**config.mk**
```make
export PLATFORM = sky130hd
export DESIGN_NAME = rv_core_top
export DESIGN_NICKNAME = d
export VERILOG_FILES = /design/src/rtl/axi_lite_pkg.sv /design/src/rtl/rv_isa_pkg.sv /design/src/rtl/rv_axi_master.sv /design/src/rtl/rv_core_top.sv /design/src/rtl/rv_decode.sv /design/src/rtl/rv_execute.sv /design/src/rtl/rv_result.sv
export SDC_FILE = /design/constraint.sdc
export NUM_CORES = 2
export LEC_CHECK = 0
export BUFFER_PORTS_ARGS = -buffer_cell sky130_fd_sc_hd__buf_2
export CORE_MARGIN = 3
export CORE_UTILIZATION = 39
export CTS_BUF_LIST = sky130_fd_sc_hd__clkbuf_8
export CTS_CLUSTER_DIAMETER = 40
export DETAILED_ROUTE_END_ITERATION = 12
export SETUP_SLACK_MARGIN = 0.02
export SYNTH_ARGS = -nofsm -noshare
export SYNTH_HDL_FRONTEND = slang
export SYNTH_SLANG_ARGS = --single-unit
```
**constraint.sdc**
```tcl
create_clock -name clk -period 9.5 [get_ports clk]
set_clock_uncertainty 0.1 [all_clocks]
set_input_delay 1.9 -clock clk [delete_from_list [all_inputs] [get_ports clk]]
set_output_delay 1.9 -clock clk [all_outputs]
set_load 0.03 [all_outputs]
```
**src/rtl/axi_lite_pkg.sv**
```systemverilog
package axi_lite_pkg;

  // xresp encodings
  localparam logic [1:0] resp_okay   = 2'b00;
  localparam logic [1:0] resp_exokay = 2'b01;
  localparam logic [1:0] resp_slverr = 2'b10;
  localparam logic [1:0] resp_decerr = 2'b11;

  // axprot bits
  //   [0] privileged
  //   [1] non-secure
  //   [2] instruction
  localparam logic [2:0] prot_instr = 3'b101;  // privileged, secure, instruction
  localparam logic [2:0] prot_data  = 3'b001;  // privileged, secure, data

endpackage

```
**src/rtl/rv_isa_pkg.sv**
```systemverilog
package rv_isa_pkg;

  // one instruction word, two field layouts
  typedef union packed {
    struct packed {
      logic [11:0] imm;
      logic [4:0]  rs1;
      logic [2:0]  funct3;
      logic [4:0]  rd;
      logic [6:0]  opcode;
    } i_type;       // loads
    struct packed {
      logic [6:0]  imm_hi;
      logic [4:0]  rs2;
      logic [4:0]  rs1;
      logic [2:0]  funct3;
      logic [4:0]  imm_lo;
      logic [6:0]  opcode;
    } s_type;       // stores
  } instr_u;

  // major opcodes
  localparam logic [6:0] op_load  = 7'b0000011;
  localparam logic [6:0] op_store = 7'b0100011;

  // funct3 width codes
  localparam logic [2:0] f3_byte   = 3'b000;
  localparam logic [2:0] f3_half   = 3'b001;
  localparam logic [2:0] f3_word   = 3'b010;
  localparam logic [2:0] f3_byte_u = 3'b100;
  localparam logic [2:0] f3_half_u = 3'b101;

  typedef enum logic [1:0] {
    trap_mem        = 2'b00, // bad bus response
    trap_illegal    = 2'b01,
    trap_misaligned = 2'b10
  } trap_code_t;

  typedef enum logic [1:0] {
    mem_none  = 2'b00,
    mem_load  = 2'b01,
    mem_store = 2'b10
  } mem_op_t;

endpackage

```
**src/rtl/rv_axi_master.sv**
```systemverilog
`timescale 1ns/1ns

module rv_axi_master (
  input  logic        clk,
  input  logic        reset,
  input  logic        req,
  input  logic        req_write,
  input  logic [31:0] req_addr,
  input  logic [2:0]  req_prot,
  input  logic [31:0] req_wdata,
  input  logic [3:0]  req_wstrb,
  output logic        done,
  output logic        done_err,
  output logic [31:0] done_rdata,
  output logic        awvalid,
  input  logic        awready,
  output logic [31:0] awaddr,
  output logic [2:0]  awprot,
  output logic        wvalid,
  input  logic        wready,
  output logic [31:0] wdata,
  output logic [3:0]  wstrb,
  input  logic        bvalid,
  output logic        bready,
  input  logic [1:0]  bresp,
  output logic        arvalid,
  input  logic        arready,
  output logic [31:0] araddr,
  output logic [2:0]  arprot,
  input  logic        rvalid,
  output logic        rready,
  input  logic [31:0] rdata,
  input  logic [1:0]  rresp
);

  localparam logic [1:0] st_idle  = 2'd0;
  localparam logic [1:0] st_read  = 2'd1;
  localparam logic [1:0] st_write = 2'd2;

  logic [1:0] state;
  logic       aw_ok;  // aw beat done or going now
  logic       w_ok;

  assign aw_ok = !awvalid || awready;
  assign w_ok  = !wvalid || wready;

  always_ff @(posedge clk) begin
    if (!reset) begin
      state   <= st_idle;
      done    <= 1'b0;
      arvalid <= 1'b0;
      rready  <= 1'b0;
      awvalid <= 1'b0;
      wvalid  <= 1'b0;
      bready  <= 1'b0;
    end else begin
      done <= 1'b0;
      case (state)
        st_idle: if (req) begin
          if (req_write) begin
            awvalid <= 1'b1;
            wvalid  <= 1'b1;
            state   <= st_write;
          end else begin
            arvalid <= 1'b1;
            state   <= st_read;
          end
        end
        st_read: begin
          if (arvalid && arready) begin
            arvalid <= 1'b0;
            rready  <= 1'b1;
          end
          if (rready && rvalid) begin
            rready <= 1'b0;
            done   <= 1'b1;
            state  <= st_idle;
          end
        end
        st_write: begin
          if (awvalid && awready)
            awvalid <= 1'b0;
          if (wvalid && wready)
            wvalid <= 1'b0;
          if (!bready && aw_ok && w_ok)
            bready <= 1'b1;   // both address and data accepted
          if (bready && bvalid) begin
            bready <= 1'b0;
            done   <= 1'b1;
            state  <= st_idle;
          end
        end
        default: state <= st_idle;
      endcase
    end
  end

  // payloads only load while idle, so they stay put under valid
  always_ff @(posedge clk) begin
    if (state == st_idle && req) begin
      araddr <= req_addr;
      arprot <= req_prot;
      awaddr <= req_addr;
      awprot <= req_prot;
      wdata  <= req_wdata;
      wstrb  <= req_wstrb;
    end
    if (state == st_read && rready && rvalid) begin
      done_rdata <= rdata;
      done_err   <= !(rresp == axi_lite_pkg::resp_okay || rresp == axi_lite_pkg::resp_exokay);
    end else if (state == st_write && bready && bvalid) begin
      done_err <= !(bresp == axi_lite_pkg::resp_okay || bresp == axi_lite_pkg::resp_exokay);
    end
  end

  // a valid only drops after its handshake
  assert property (@(posedge clk) disable iff (!reset) $fell(arvalid) |-> $past(arready));
  assert property (@(posedge clk) disable iff (!reset) $fell(awvalid) |-> $past(awready));
  assert property (@(posedge clk) disable iff (!reset) $fell(wvalid) |-> $past(wready));

endmodule

```
**src/rtl/rv_core_top.sv**
```systemverilog
`timescale 1ns/1ns

module rv_core_top #(
  parameter logic [31:0] reset_pc = 32'h0
) (
  input  logic                   clk,
  input  logic                   reset,
  output logic                   awvalid,
  input  logic                   awready,
  output logic [31:0]            awaddr,
  output logic [2:0]             awprot,
  output logic                   wvalid,
  input  logic                   wready,
  output logic [31:0]            wdata,
  output logic [3:0]             wstrb,
  input  logic                   bvalid,
  output logic                   bready,
  input  logic [1:0]             bresp,
  output logic                   arvalid,
  input  logic                   arready,
  output logic [31:0]            araddr,
  output logic [2:0]             arprot,
  input  logic                   rvalid,
  output logic                   rready,
  input  logic [31:0]            rdata,
  input  logic [1:0]             rresp,
  output logic                   trap,
  output rv_isa_pkg::trap_code_t trap_code
);

  rv_isa_pkg::instr_u  instr;
  rv_isa_pkg::mem_op_t op;
  logic [2:0]          width;
  logic [4:0]          rd;
  logic [4:0]          rs1;
  logic [4:0]          rs2;
  logic [31:0]         imm;
  logic                illegal;
  logic [31:0]         rs1_data;
  logic [31:0]         rs2_data;
  logic                req;
  logic                req_write;
  logic [31:0]         req_addr;
  logic [2:0]          req_prot;
  logic [31:0]         req_wdata;
  logic [3:0]          req_wstrb;
  logic                done;
  logic                done_err;
  logic [31:0]         done_rdata;
  logic                wb;
  logic [1:0]          wb_offset;

  rv_decode rv_decode_inst (
    .instr(instr), .op(op), .width(width), .rd(rd), .rs1(rs1), .rs2(rs2),
    .imm(imm), .illegal(illegal)
  );

  rv_execute #(.reset_pc(reset_pc)) rv_execute_inst (
    .clk(clk), .reset(reset), .op(op), .width(width), .rs1_data(rs1_data),
    .rs2_data(rs2_data), .imm(imm), .illegal(illegal), .req(req), .req_write(req_write),
    .req_addr(req_addr), .req_prot(req_prot), .req_wdata(req_wdata), .req_wstrb(req_wstrb),
    .done(done), .done_err(done_err), .done_rdata(done_rdata), .wb(wb),
    .wb_offset(wb_offset), .instr(instr), .trap(trap), .trap_code(trap_code)
  );

  // load data comes straight from the bus master
  rv_result rv_result_inst (
    .clk(clk), .reset(reset), .rs1(rs1), .rs2(rs2), .rd(rd), .width(width),
    .rs1_data(rs1_data), .rs2_data(rs2_data), .wb(wb), .wb_offset(wb_offset),
    .wb_rdata(done_rdata)
  );

  rv_axi_master rv_axi_master_inst (
    .clk(clk), .reset(reset), .req(req), .req_write(req_write), .req_addr(req_addr),
    .req_prot(req_prot), .req_wdata(req_wdata), .req_wstrb(req_wstrb), .done(done),
    .done_err(done_err), .done_rdata(done_rdata), .awvalid(awvalid), .awready(awready),
    .awaddr(awaddr), .awprot(awprot), .wvalid(wvalid), .wready(wready), .wdata(wdata),
    .wstrb(wstrb), .bvalid(bvalid), .bready(bready), .bresp(bresp), .arvalid(arvalid),
    .arready(arready), .araddr(araddr), .arprot(arprot), .rvalid(rvalid),
    .rready(rready), .rdata(rdata), .rresp(rresp)
  );

endmodule

```
**src/rtl/rv_decode.sv**
```systemverilog
`timescale 1ns/1ns

module rv_decode (
  input  rv_isa_pkg::instr_u  instr,
  output rv_isa_pkg::mem_op_t op,
  output logic [2:0]          width,
  output logic [4:0]          rd,
  output logic [4:0]          rs1,
  output logic [4:0]          rs2,
  output logic [31:0]         imm,
  output logic                illegal
);

  always_comb begin
    op      = rv_isa_pkg::mem_none;
    width   = instr.i_type.funct3;
    rd      = 5'd0;
    rs1     = instr.i_type.rs1;
    rs2     = 5'd0;
    imm     = 32'd0;
    illegal = 1'b1;   // anything not matched below

    case (instr.i_type.opcode)
      rv_isa_pkg::op_load: begin
        op  = rv_isa_pkg::mem_load;
        rd  = instr.i_type.rd;
        imm = {{20{instr.i_type.imm[11]}}, instr.i_type.imm};
        case (instr.i_type.funct3)
          rv_isa_pkg::f3_byte,
          rv_isa_pkg::f3_half,
          rv_isa_pkg::f3_word,
          rv_isa_pkg::f3_byte_u,
          rv_isa_pkg::f3_half_u: illegal = (instr.i_type.rd == 5'd0); // no load into x0
          default:               illegal = 1'b1;
        endcase
      end

      rv_isa_pkg::op_store: begin
        op    = rv_isa_pkg::mem_store;
        width = instr.s_type.funct3;
        rs1   = instr.s_type.rs1;
        rs2   = instr.s_type.rs2;
        imm   = {{20{instr.s_type.imm_hi[6]}}, instr.s_type.imm_hi, instr.s_type.imm_lo};
        case (instr.s_type.funct3)
          rv_isa_pkg::f3_byte,
          rv_isa_pkg::f3_half,
          rv_isa_pkg::f3_word: illegal = 1'b0;
          default:             illegal = 1'b1; // no unsigned stores
        endcase
      end

      default: ;
    endcase

    if (illegal)
      op = rv_isa_pkg::mem_none;
  end

endmodule

```
**src/rtl/rv_execute.sv**
```systemverilog
`timescale 1ns/1ns

module rv_execute #(
  parameter logic [31:0] reset_pc = 32'h0
) (
  input  logic                   clk,
  input  logic                   reset,
  input  rv_isa_pkg::mem_op_t    op,
  input  logic [2:0]             width,
  input  logic [31:0]            rs1_data,
  input  logic [31:0]            rs2_data,
  input  logic [31:0]            imm,
  input  logic                   illegal,
  output logic                   req,
  output logic                   req_write,
  output logic [31:0]            req_addr,
  output logic [2:0]             req_prot,
  output logic [31:0]            req_wdata,
  output logic [3:0]             req_wstrb,
  input  logic                   done,
  input  logic                   done_err,
  input  logic [31:0]            done_rdata,
  output logic                   wb,
  output logic [1:0]             wb_offset,
  output rv_isa_pkg::instr_u     instr,
  output logic                   trap,
  output rv_isa_pkg::trap_code_t trap_code
);

  localparam logic [2:0] st_fetch      = 3'd0;
  localparam logic [2:0] st_wait_fetch = 3'd1;
  localparam logic [2:0] st_exec       = 3'd2;
  localparam logic [2:0] st_wait_mem   = 3'd3;
  localparam logic [2:0] st_halt       = 3'd4;

  logic [2:0]  state;
  logic [31:0] pc;
  logic [31:0] addr;
  logic        is_half;
  logic        is_word;
  logic        misaligned;
  logic [3:0]  strb_base;
  logic        issue_fetch;
  logic        issue_mem;

  assign addr       = rs1_data + imm;
  assign is_half    = (width == rv_isa_pkg::f3_half) || (width == rv_isa_pkg::f3_half_u);
  assign is_word    = (width == rv_isa_pkg::f3_word);
  assign misaligned = (is_half && addr[0]) || (is_word && (addr[1:0] != 2'b00));

  always_comb begin
    case (width)
      rv_isa_pkg::f3_byte: strb_base = 4'b0001;
      rv_isa_pkg::f3_half: strb_base = 4'b0011;
      default:             strb_base = 4'b1111;
    endcase
  end

  assign issue_fetch = (state == st_fetch);
  assign issue_mem   = (state == st_exec) && !illegal && !misaligned;

  // load data goes straight into the register file on done
  assign wb = (state == st_wait_mem) && done && !done_err && (op == rv_isa_pkg::mem_load);

  always_ff @(posedge clk) begin
    if (!reset) begin
      state     <= st_fetch;
      pc        <= reset_pc;
      req       <= 1'b0;
      trap      <= 1'b0;
      trap_code <= rv_isa_pkg::trap_mem;
    end else begin
      req <= issue_fetch || issue_mem;
      case (state)
        st_fetch: state <= st_wait_fetch;
        st_wait_fetch: if (done) begin
          if (done_err) begin
            trap      <= 1'b1;
            trap_code <= rv_isa_pkg::trap_mem;
            state     <= st_halt;
          end else begin
            state <= st_exec;
          end
        end
        st_exec: begin
          if (illegal) begin
            trap      <= 1'b1;
            trap_code <= rv_isa_pkg::trap_illegal;
            state     <= st_halt;
          end else if (misaligned) begin
            trap      <= 1'b1;
            trap_code <= rv_isa_pkg::trap_misaligned;
            state     <= st_halt;
          end else begin
            state <= st_wait_mem;
          end
        end
        st_wait_mem: if (done) begin
          if (done_err) begin
            trap      <= 1'b1;
            trap_code <= rv_isa_pkg::trap_mem;
            state     <= st_halt;
          end else begin
            pc    <= pc + 32'd4;
            state <= st_fetch;
          end
        end
        default: ;  // halt until reset
      endcase
    end
  end

  // request payload and instruction word
  always_ff @(posedge clk) begin
    if (issue_fetch) begin
      req_write <= 1'b0;
      req_addr  <= pc;
      req_prot  <= axi_lite_pkg::prot_instr;
    end else if (issue_mem) begin
      req_write <= (op == rv_isa_pkg::mem_store);
      req_addr  <= addr;
      req_prot  <= axi_lite_pkg::prot_data;
      req_wdata <= rs2_data << {addr[1:0], 3'b000};  // into byte lane
      req_wstrb <= strb_base << addr[1:0];
      wb_offset <= addr[1:0];
    end
    if (state == st_wait_fetch && done && !done_err)
      instr <= done_rdata;
  end

  // every request is followed by a wait for its done, never by a trap
  assert property (@(posedge clk) disable iff (!reset)
    req |-> (state == st_wait_fetch || state == st_wait_mem) && !trap);

  // sticky trap, code frozen with it
  assert property (@(posedge clk) disable iff (!reset) trap |=> trap && $stable(trap_code));

endmodule

```
**src/rtl/rv_result.sv**
```systemverilog
`timescale 1ns/1ns

module rv_result (
  input  logic        clk,
  input  logic        reset,
  input  logic [4:0]  rs1,
  input  logic [4:0]  rs2,
  input  logic [4:0]  rd,
  input  logic [2:0]  width,
  output logic [31:0] rs1_data,
  output logic [31:0] rs2_data,
  input  logic        wb,
  input  logic [1:0]  wb_offset,
  input  logic [31:0] wb_rdata
);

  logic [31:0] regs [1:31];   // x0 is not stored
  logic [31:0] shifted;
  logic [31:0] wb_value;

  assign rs1_data = (rs1 == 5'd0) ? 32'd0 : regs[rs1];
  assign rs2_data = (rs2 == 5'd0) ? 32'd0 : regs[rs2];

  // move the addressed lane down to bit 0
  assign shifted = wb_rdata >> {wb_offset, 3'b000};

  always_comb begin
    case (width)
      rv_isa_pkg::f3_byte:   wb_value = {{24{shifted[7]}}, shifted[7:0]};
      rv_isa_pkg::f3_byte_u: wb_value = {24'd0, shifted[7:0]};
      rv_isa_pkg::f3_half:   wb_value = {{16{shifted[15]}}, shifted[15:0]};
      rv_isa_pkg::f3_half_u: wb_value = {16'd0, shifted[15:0]};
      default:               wb_value = shifted;  // lw
    endcase
  end

  always_ff @(posedge clk) begin
    if (!reset) begin
      for (int i = 1; i < 32; i++)
        regs[i] <= 32'd0;
    end else if (wb && (rd != 5'd0)) begin
      regs[rd] <= wb_value;
    end
  end

  // decode flags loads to x0 as illegal, so no write-back ever targets it
  assert property (@(posedge clk) disable iff (!reset) wb |-> (rd != 5'd0));

endmodule

```
# After elaboration in Yosys (flattened, before gate mapping)
# Memories as Yosys holds them, arrays and structs flattened. A register that Yosys moved wholly into a read port is not among the register bits.
# Cells that the tools add are included.
[classes] addsub=2 n_eq_ne=28 shift=3 n_mux=63 bitwise_logic=2 reduce_logical=69
[ops] cell="two-way mux 32 bit" n=5
[ops] cell="case mux 32 bit (4 select lines)" n=1
[ops] cell="case mux 32 bit (2 select lines)" n=1
[ops] cell="adder 32 x 3 -> 32 bit (second input constant)" n=1
[ops] cell="adder 32 bit" n=1
[ops] cell="OR reduction 32 bit" n=1
[ops] cell="left shift 32 x 5 -> 32 bit" n=1
[ops] cell=">> shifter 32 x 5 -> 32 bit" n=1
[ops] cell="two-way mux 1 bit" n=26
[ops] cell="logical AND 1 bit" n=22
[ops] cell="two-way mux 5 bit" n=4
[ops] cell="two-way mux 2 bit" n=9
[ops] cell="two-way mux 3 bit" n=6
[ops] cell="!= test 2 x 1 -> 1 bit (second input constant)" n=9
[ops] cell="AND reduction 4 bit" n=4
[ops] cell="nonzero test 2 bit" n=8
[ops] cell="logical NOT 5 bit" n=3
[ops] cell="case mux 1 bit (2 select lines)" n=6
[ops] cell="case mux 3 bit (4 select lines)" n=1
[ops] cell="== test 3 x 2 -> 1 bit (second input constant)" n=3
[ops] cell="AND reduction 3 bit" n=3
[ops] cell="== test 2 x 1 -> 1 bit (second input constant)" n=4
[ops] cell="logical NOT 1 bit" n=8
[ops] cell="case mux 2 bit (2 select lines)" n=2
[ops] cell="20 further kinds" n=37
[totals] regBits=253 mem_bits_rw=992 in_bits=43 out_inout_bits=114 word_cells=193 mem_count=1
[memory_table] memory="rv_result_inst.regs" depth=31 width=32 read_ports=2 rd_ports_with_merged_regs=1 wr=31 line="rv_result.sv:17" source="logic [31:0] regs [1:31];"

# Longest topological paths before layout
[depth] ltp_word=13 mapped_depth=20 mapped_depth_nobuf=16

# Cells and area by module
# Synthesis repeated with hierarchy kept, for this count alone.
[hier_totals] cells_unflattened=4735 hier_area_um2=64518.1
[modules_own_cells] mod="rv_result" n_inst=1 cells_per_inst=3758 area_each_um2=52708.1 seq_area_each_um2=30749.5
[modules_own_cells] mod="rv_execute" n_inst=1 cells_per_inst=711 area_each_um2=7450.9 seq_area_each_um2=3843.7
[modules_own_cells] mod="rv_axi_master" n_inst=1 cells_per_inst=195 area_each_um2=3876.2 seq_area_each_um2=3283.1
[modules_own_cells] mod="rv_decode" n_inst=1 cells_per_inst=71 area_each_um2=483.0 seq_area_each_um2=0.0

# Worst setup path before layout
# OpenSTA, ideal clock, no wires.
[synth_path] path_kind="register -> register" startpoint="register with a tool-made name" endpoint="register rv_execute_inst.req_addr[0] (enable)" setup_ns=0.387 arrival_time_ns=9.222 required_time_ns=9.013 path_slack_ns=-0.209 stages_incl_launch_ff=19 n_path_buf=5 synth_period_minus_slack_ns=9.709 path_cell_list="dfxtp_1 clkbuf_1 buf_2 clkbuf_1 buf_2 mux4_2 mux4_2 mux2i_1 nor2_1 ha_1 inv_1 fa_1 clkbuf_1 nand2_1 nand3_1 o211ai_1 nor4b_1 nor2_1 inv_1"
[synth_lines] item="end signal, assigned" line="rv_execute.sv:117" source="req_addr <= pc;"
[synth_lines] item="end signal, assigned" line="rv_execute.sv:121" source="req_addr <= addr;"
[synth_lines] item="end, declared" line="rv_execute.sv:16" source="output logic [31:0] req_addr,"

==> flow_summary.yaml <==
worst_hold_path:
  worstHoldPathCells: 0
  min_from: "rv_execute_inst.req_wdata[18]"
  min_path_type: "reg2reg"
  holdPathEnd: "rv_axi_master_inst.wdata[18]"
synthesis:
  synth_xor_area_frac: 0.006480
  synth_area_sq_um: 64880
  async_flop_share: 0
  yosys.cell_count.top_type: "edfxtp_1"
  syn_inst: 5193
  ys_seq_area_frac: 0.5844
  synth_edf_count: 1228
  synth.distinct_cells: 92
  yosysTopAreaCell: "edfxtp_1"
  ys_ff_latch: 1280
  synth_common_cells: "1228 x edfxtp_1, 1157 x nor2_1, 442 x nand2_1, 355 x mux4_2, 314 x clkbuf_1"
  synth_ff_type: "edfxtp_1"
  synth-compound-area-share: 0.07448
  synthAdderAreaFrac: 0.007058
  synth_top_family_by_area: "multiplexers"
  synthesis.yosys.warnings: 0
  netlist.area_leader.share: 0.5684
  synth_area_leaders: "edfxtp_1 57%, mux4_2 12%, nor2_1 6.7%, mux2i_1 3.2%, nand2_1 2.6%"
  muxShareOfSynthArea: 0.1628
  avgSynthCellArea_sq_um: 12.49
  synth-simple-area-share: 0.1264
routing:
  first_iter_violations: 7463
  wire_per_inst_um: 31.48
  ant_nets: 0
  wirelength_um: 241300
  viasPerCell: 6.279
  drcViolationCount: 0
  vias: 48130
  firstDrtPassIters: 6
worst_setup_path:
  r2r_setup_slack_ns: 2.80
  critPathArrivalTime_ns: 7.44
  critPathMaxFanout: 33
  cp-start-kind: "flop"
  reg2reg_depth: 15
  end_kind: "flop"
  cp.required_ns: 10.24
  critPathKind: "reg2reg"
  r2r-end: "rv_execute_inst.req_addr[30]"
run:
  max_cap_violations: 0
timing:
  slew_headroom: 0.03360
  period_needed_ns: 6.702
  layout_setup_ws_ns: 2.798
  hold_violations: 0
  grt_setup_unrepaired: "no"
  worst_slew_pin_slew_ns: 1.443
  post-route-period-util: 0.7055
  fin_setup_tns_ns: 0
  setup_viol: 0
  drv_slew: 0
  fmax_mhz: 149.2
  hold_ws_ns: 0.3146
cells_and_area:
  drive_above_1_share: 0.2129
  multi_input_area_sq_um: 24910
  nets: 5374
  syn2layout_area_growth_pct: 11.65
  fill_cells: 15140
  seqCellArea_sq_um: 37930
placement:
  gp_congestion: 0.9221
  place_ws_ns: 2.838
  place_hpwl_um: 142600
  io_buffers: 150
cts:
  cts_made_buffers: 224
  cts_max_level: 4
  cts_tree: "built"
  clk_latency_ns: 1.00
  cts_setup_buffers: 0
  root_buffer: "clkbuf_8"
  cts_resized: 0
  cts_buffer_depth: 3
  cts.sinks: 1280
  clkTransAtPathRegs_ns: 0.06
  hold_buffers: 0
floorplanning:
  placementRows: 149
  die-height_um: 413.9
  die_w_um: 413.9
  core-area_sq_um: 165200
  io_pins: 157
  start_util: 0.3928
  die_area_sq_um: 171300
grt:
  grt_pass1_vias: 46720
  grt_pass1_wl_um: 338100
  grt_max_degree: 99
  grt_usage: 0.2783
  overflow: 0
  antenna_found_initial: 9
power:
  leakage_nw: 25.96
  pwr_density_cell_nw_per_um2: 164.7
  vdd_drop_max_v: 0.0001350
run_status:
  status: "finished, final reports clean"
-- where the power goes --
part           switching [mW]  total [mW]  internal [mW]
logic                   0.359       0.518          0.158
clock network            2.43        4.96           2.53
registers              0.0926        6.45           6.36
total                    2.88        11.9           9.05
-- state kept, by name (all words and copies together) (netlist names), 2 cells and up, named ones only --
| signal | count |
|---|---|
| rv_result_inst.regs | 1024 |
| rv_execute_inst.req_wstrb | 4 |
| rv_axi_master_inst.wdata | 32 |
| rv_execute_inst.trap_code | 2 |
| rv_axi_master_inst.done_rdata | 32 |
| rv_execute_inst.wb_offset | 2 |
| rv_execute_inst.state | 3 |
| rv_execute_inst.pc | 30 |
| rv_axi_master_inst.wstrb | 4 |
| rv_axi_master_inst.awaddr | 32 |
| rv_execute_inst.req_addr | 32 |
| rv_execute_inst.req_wdata | 32 |
| rv_execute_inst.instr | 32 |
| rv_axi_master_inst.state | 2 |
-- per-layer routing --
layer / GRT usage / wire length (um) / part of all wire
met5: 0 / 262 / 0.0011
met1: 0.3464 / 83770 / 0.35
met4: 0.1706 / 16850 / 0.070
met3: 0.09041 / 32930 / 0.14
met2: 0.4206 / 107500 / 0.45
-- placed cells by master, fill, tap and decap left out, types with 14 or more instances in the layout --
master and instances:
buf_4 182, clkinv_1 42, dfxtp_1 47, a21oi_2 18, a32oi_1 27, a22oi_1 21
nor2b_1 38, a31oi_1 48, buf_2 150, mux2i_1 206, mux2_2 44, a21oi_1 201
inv_1 113, xnor2_1 27, a211oi_1 44, ha_1 35, nand2b_1 19, conb_1 36
nand2_1 406, edfxtp_1 1228, o21ai_0 92, clkinvlp_4 16, mux4_2 355, xor2_1 21
a221oi_1 60, and3_1 40, nand4_1 14, nor2_1 1154, clkinv_2 29, nand3_1 66
nand2_2 37, and2_1 42, nor4_1 23, clkbuf_8 235, nor3_1 26, o221ai_1 20
-- through the flow --
step / instances / power, mW / instance area, sq um / utilization
2_1_floorplan: 5227 / 6.857 / 65010 / -
3_3_place_gp: 7258 / 7.059 / 68110 / 0.4124
3_5_place_dp: 7258 / 7.073 / 68110 / 0.4124
4_1_cts: 7660 / 11.97 / 72430 / 0.4385
5_1_grt: 7661 / 12.28 / 72430 / 0.4385
6_report: 7665 / 11.93 / 72440 / 0.4386
-- kinds of logic (layout without fill, tap and decap cells) --
| logic type | count (synthesis) | after routing |
|---|---|---|
| XOR/XNOR | 48 | 48 |
| other | 2 | 41 |
| AO/OA/AOI/OAI | 716 | 716 |
| AND/OR/NAND/NOR | 1941 | 1941 |
| flip-flops | 1280 | 1280 |
| adder cells (fa/ha/maj) | 36 | 36 |
| multiplexers | 606 | 606 |
| buffers and inverters | 564 | 808 |
-- cell type report --
class,instances,area share
tap,2189,0.03781
inverter,66,0.003437
clock buffer,235,0.04465
multi-input combinational,3383,0.3439
timing repair buffer,340,0.03144
sequential,1280,0.5236
antenna,5,0.0001727
clock inverter,167,0.01494
-- worst max path at each step --
stage / endpoint / slack (ns) / cells past startpoint
2_1_floorplan: rv_execute_inst.req_addr[0] / 1.89 / 18
3_3_place_gp: rv_execute_inst.req_addr[31] / 2.90 / 14
3_5_place_dp: rv_execute_inst.req_addr[30] / 2.84 / 14
4_1_cts: rv_execute_inst.req_addr[30] / 2.83 / 15
5_1_grt: rv_execute_inst.req_addr[30] / 2.46 / 15
6_report: rv_execute_inst.req_addr[30] / 2.80 / 15
-- critical path, stage by stage, from the launching register on --
cell,delay [ns]
dfxtp_4,0.86
buf_4,0.58
mux4_2,0.60
mux4_2,0.54
mux2i_1,0.78
nor2_1,0.10
ha_1,0.41
o211ai_1,0.11
a21oi_1,0.23
o31ai_1,0.20
o41ai_1,0.76
a21oi_1,0.31
o21ai_1,0.39
a211oi_1,0.15
nor4b_1,0.28
a211o_1,0.14
(Power assumes the default switching activity.)
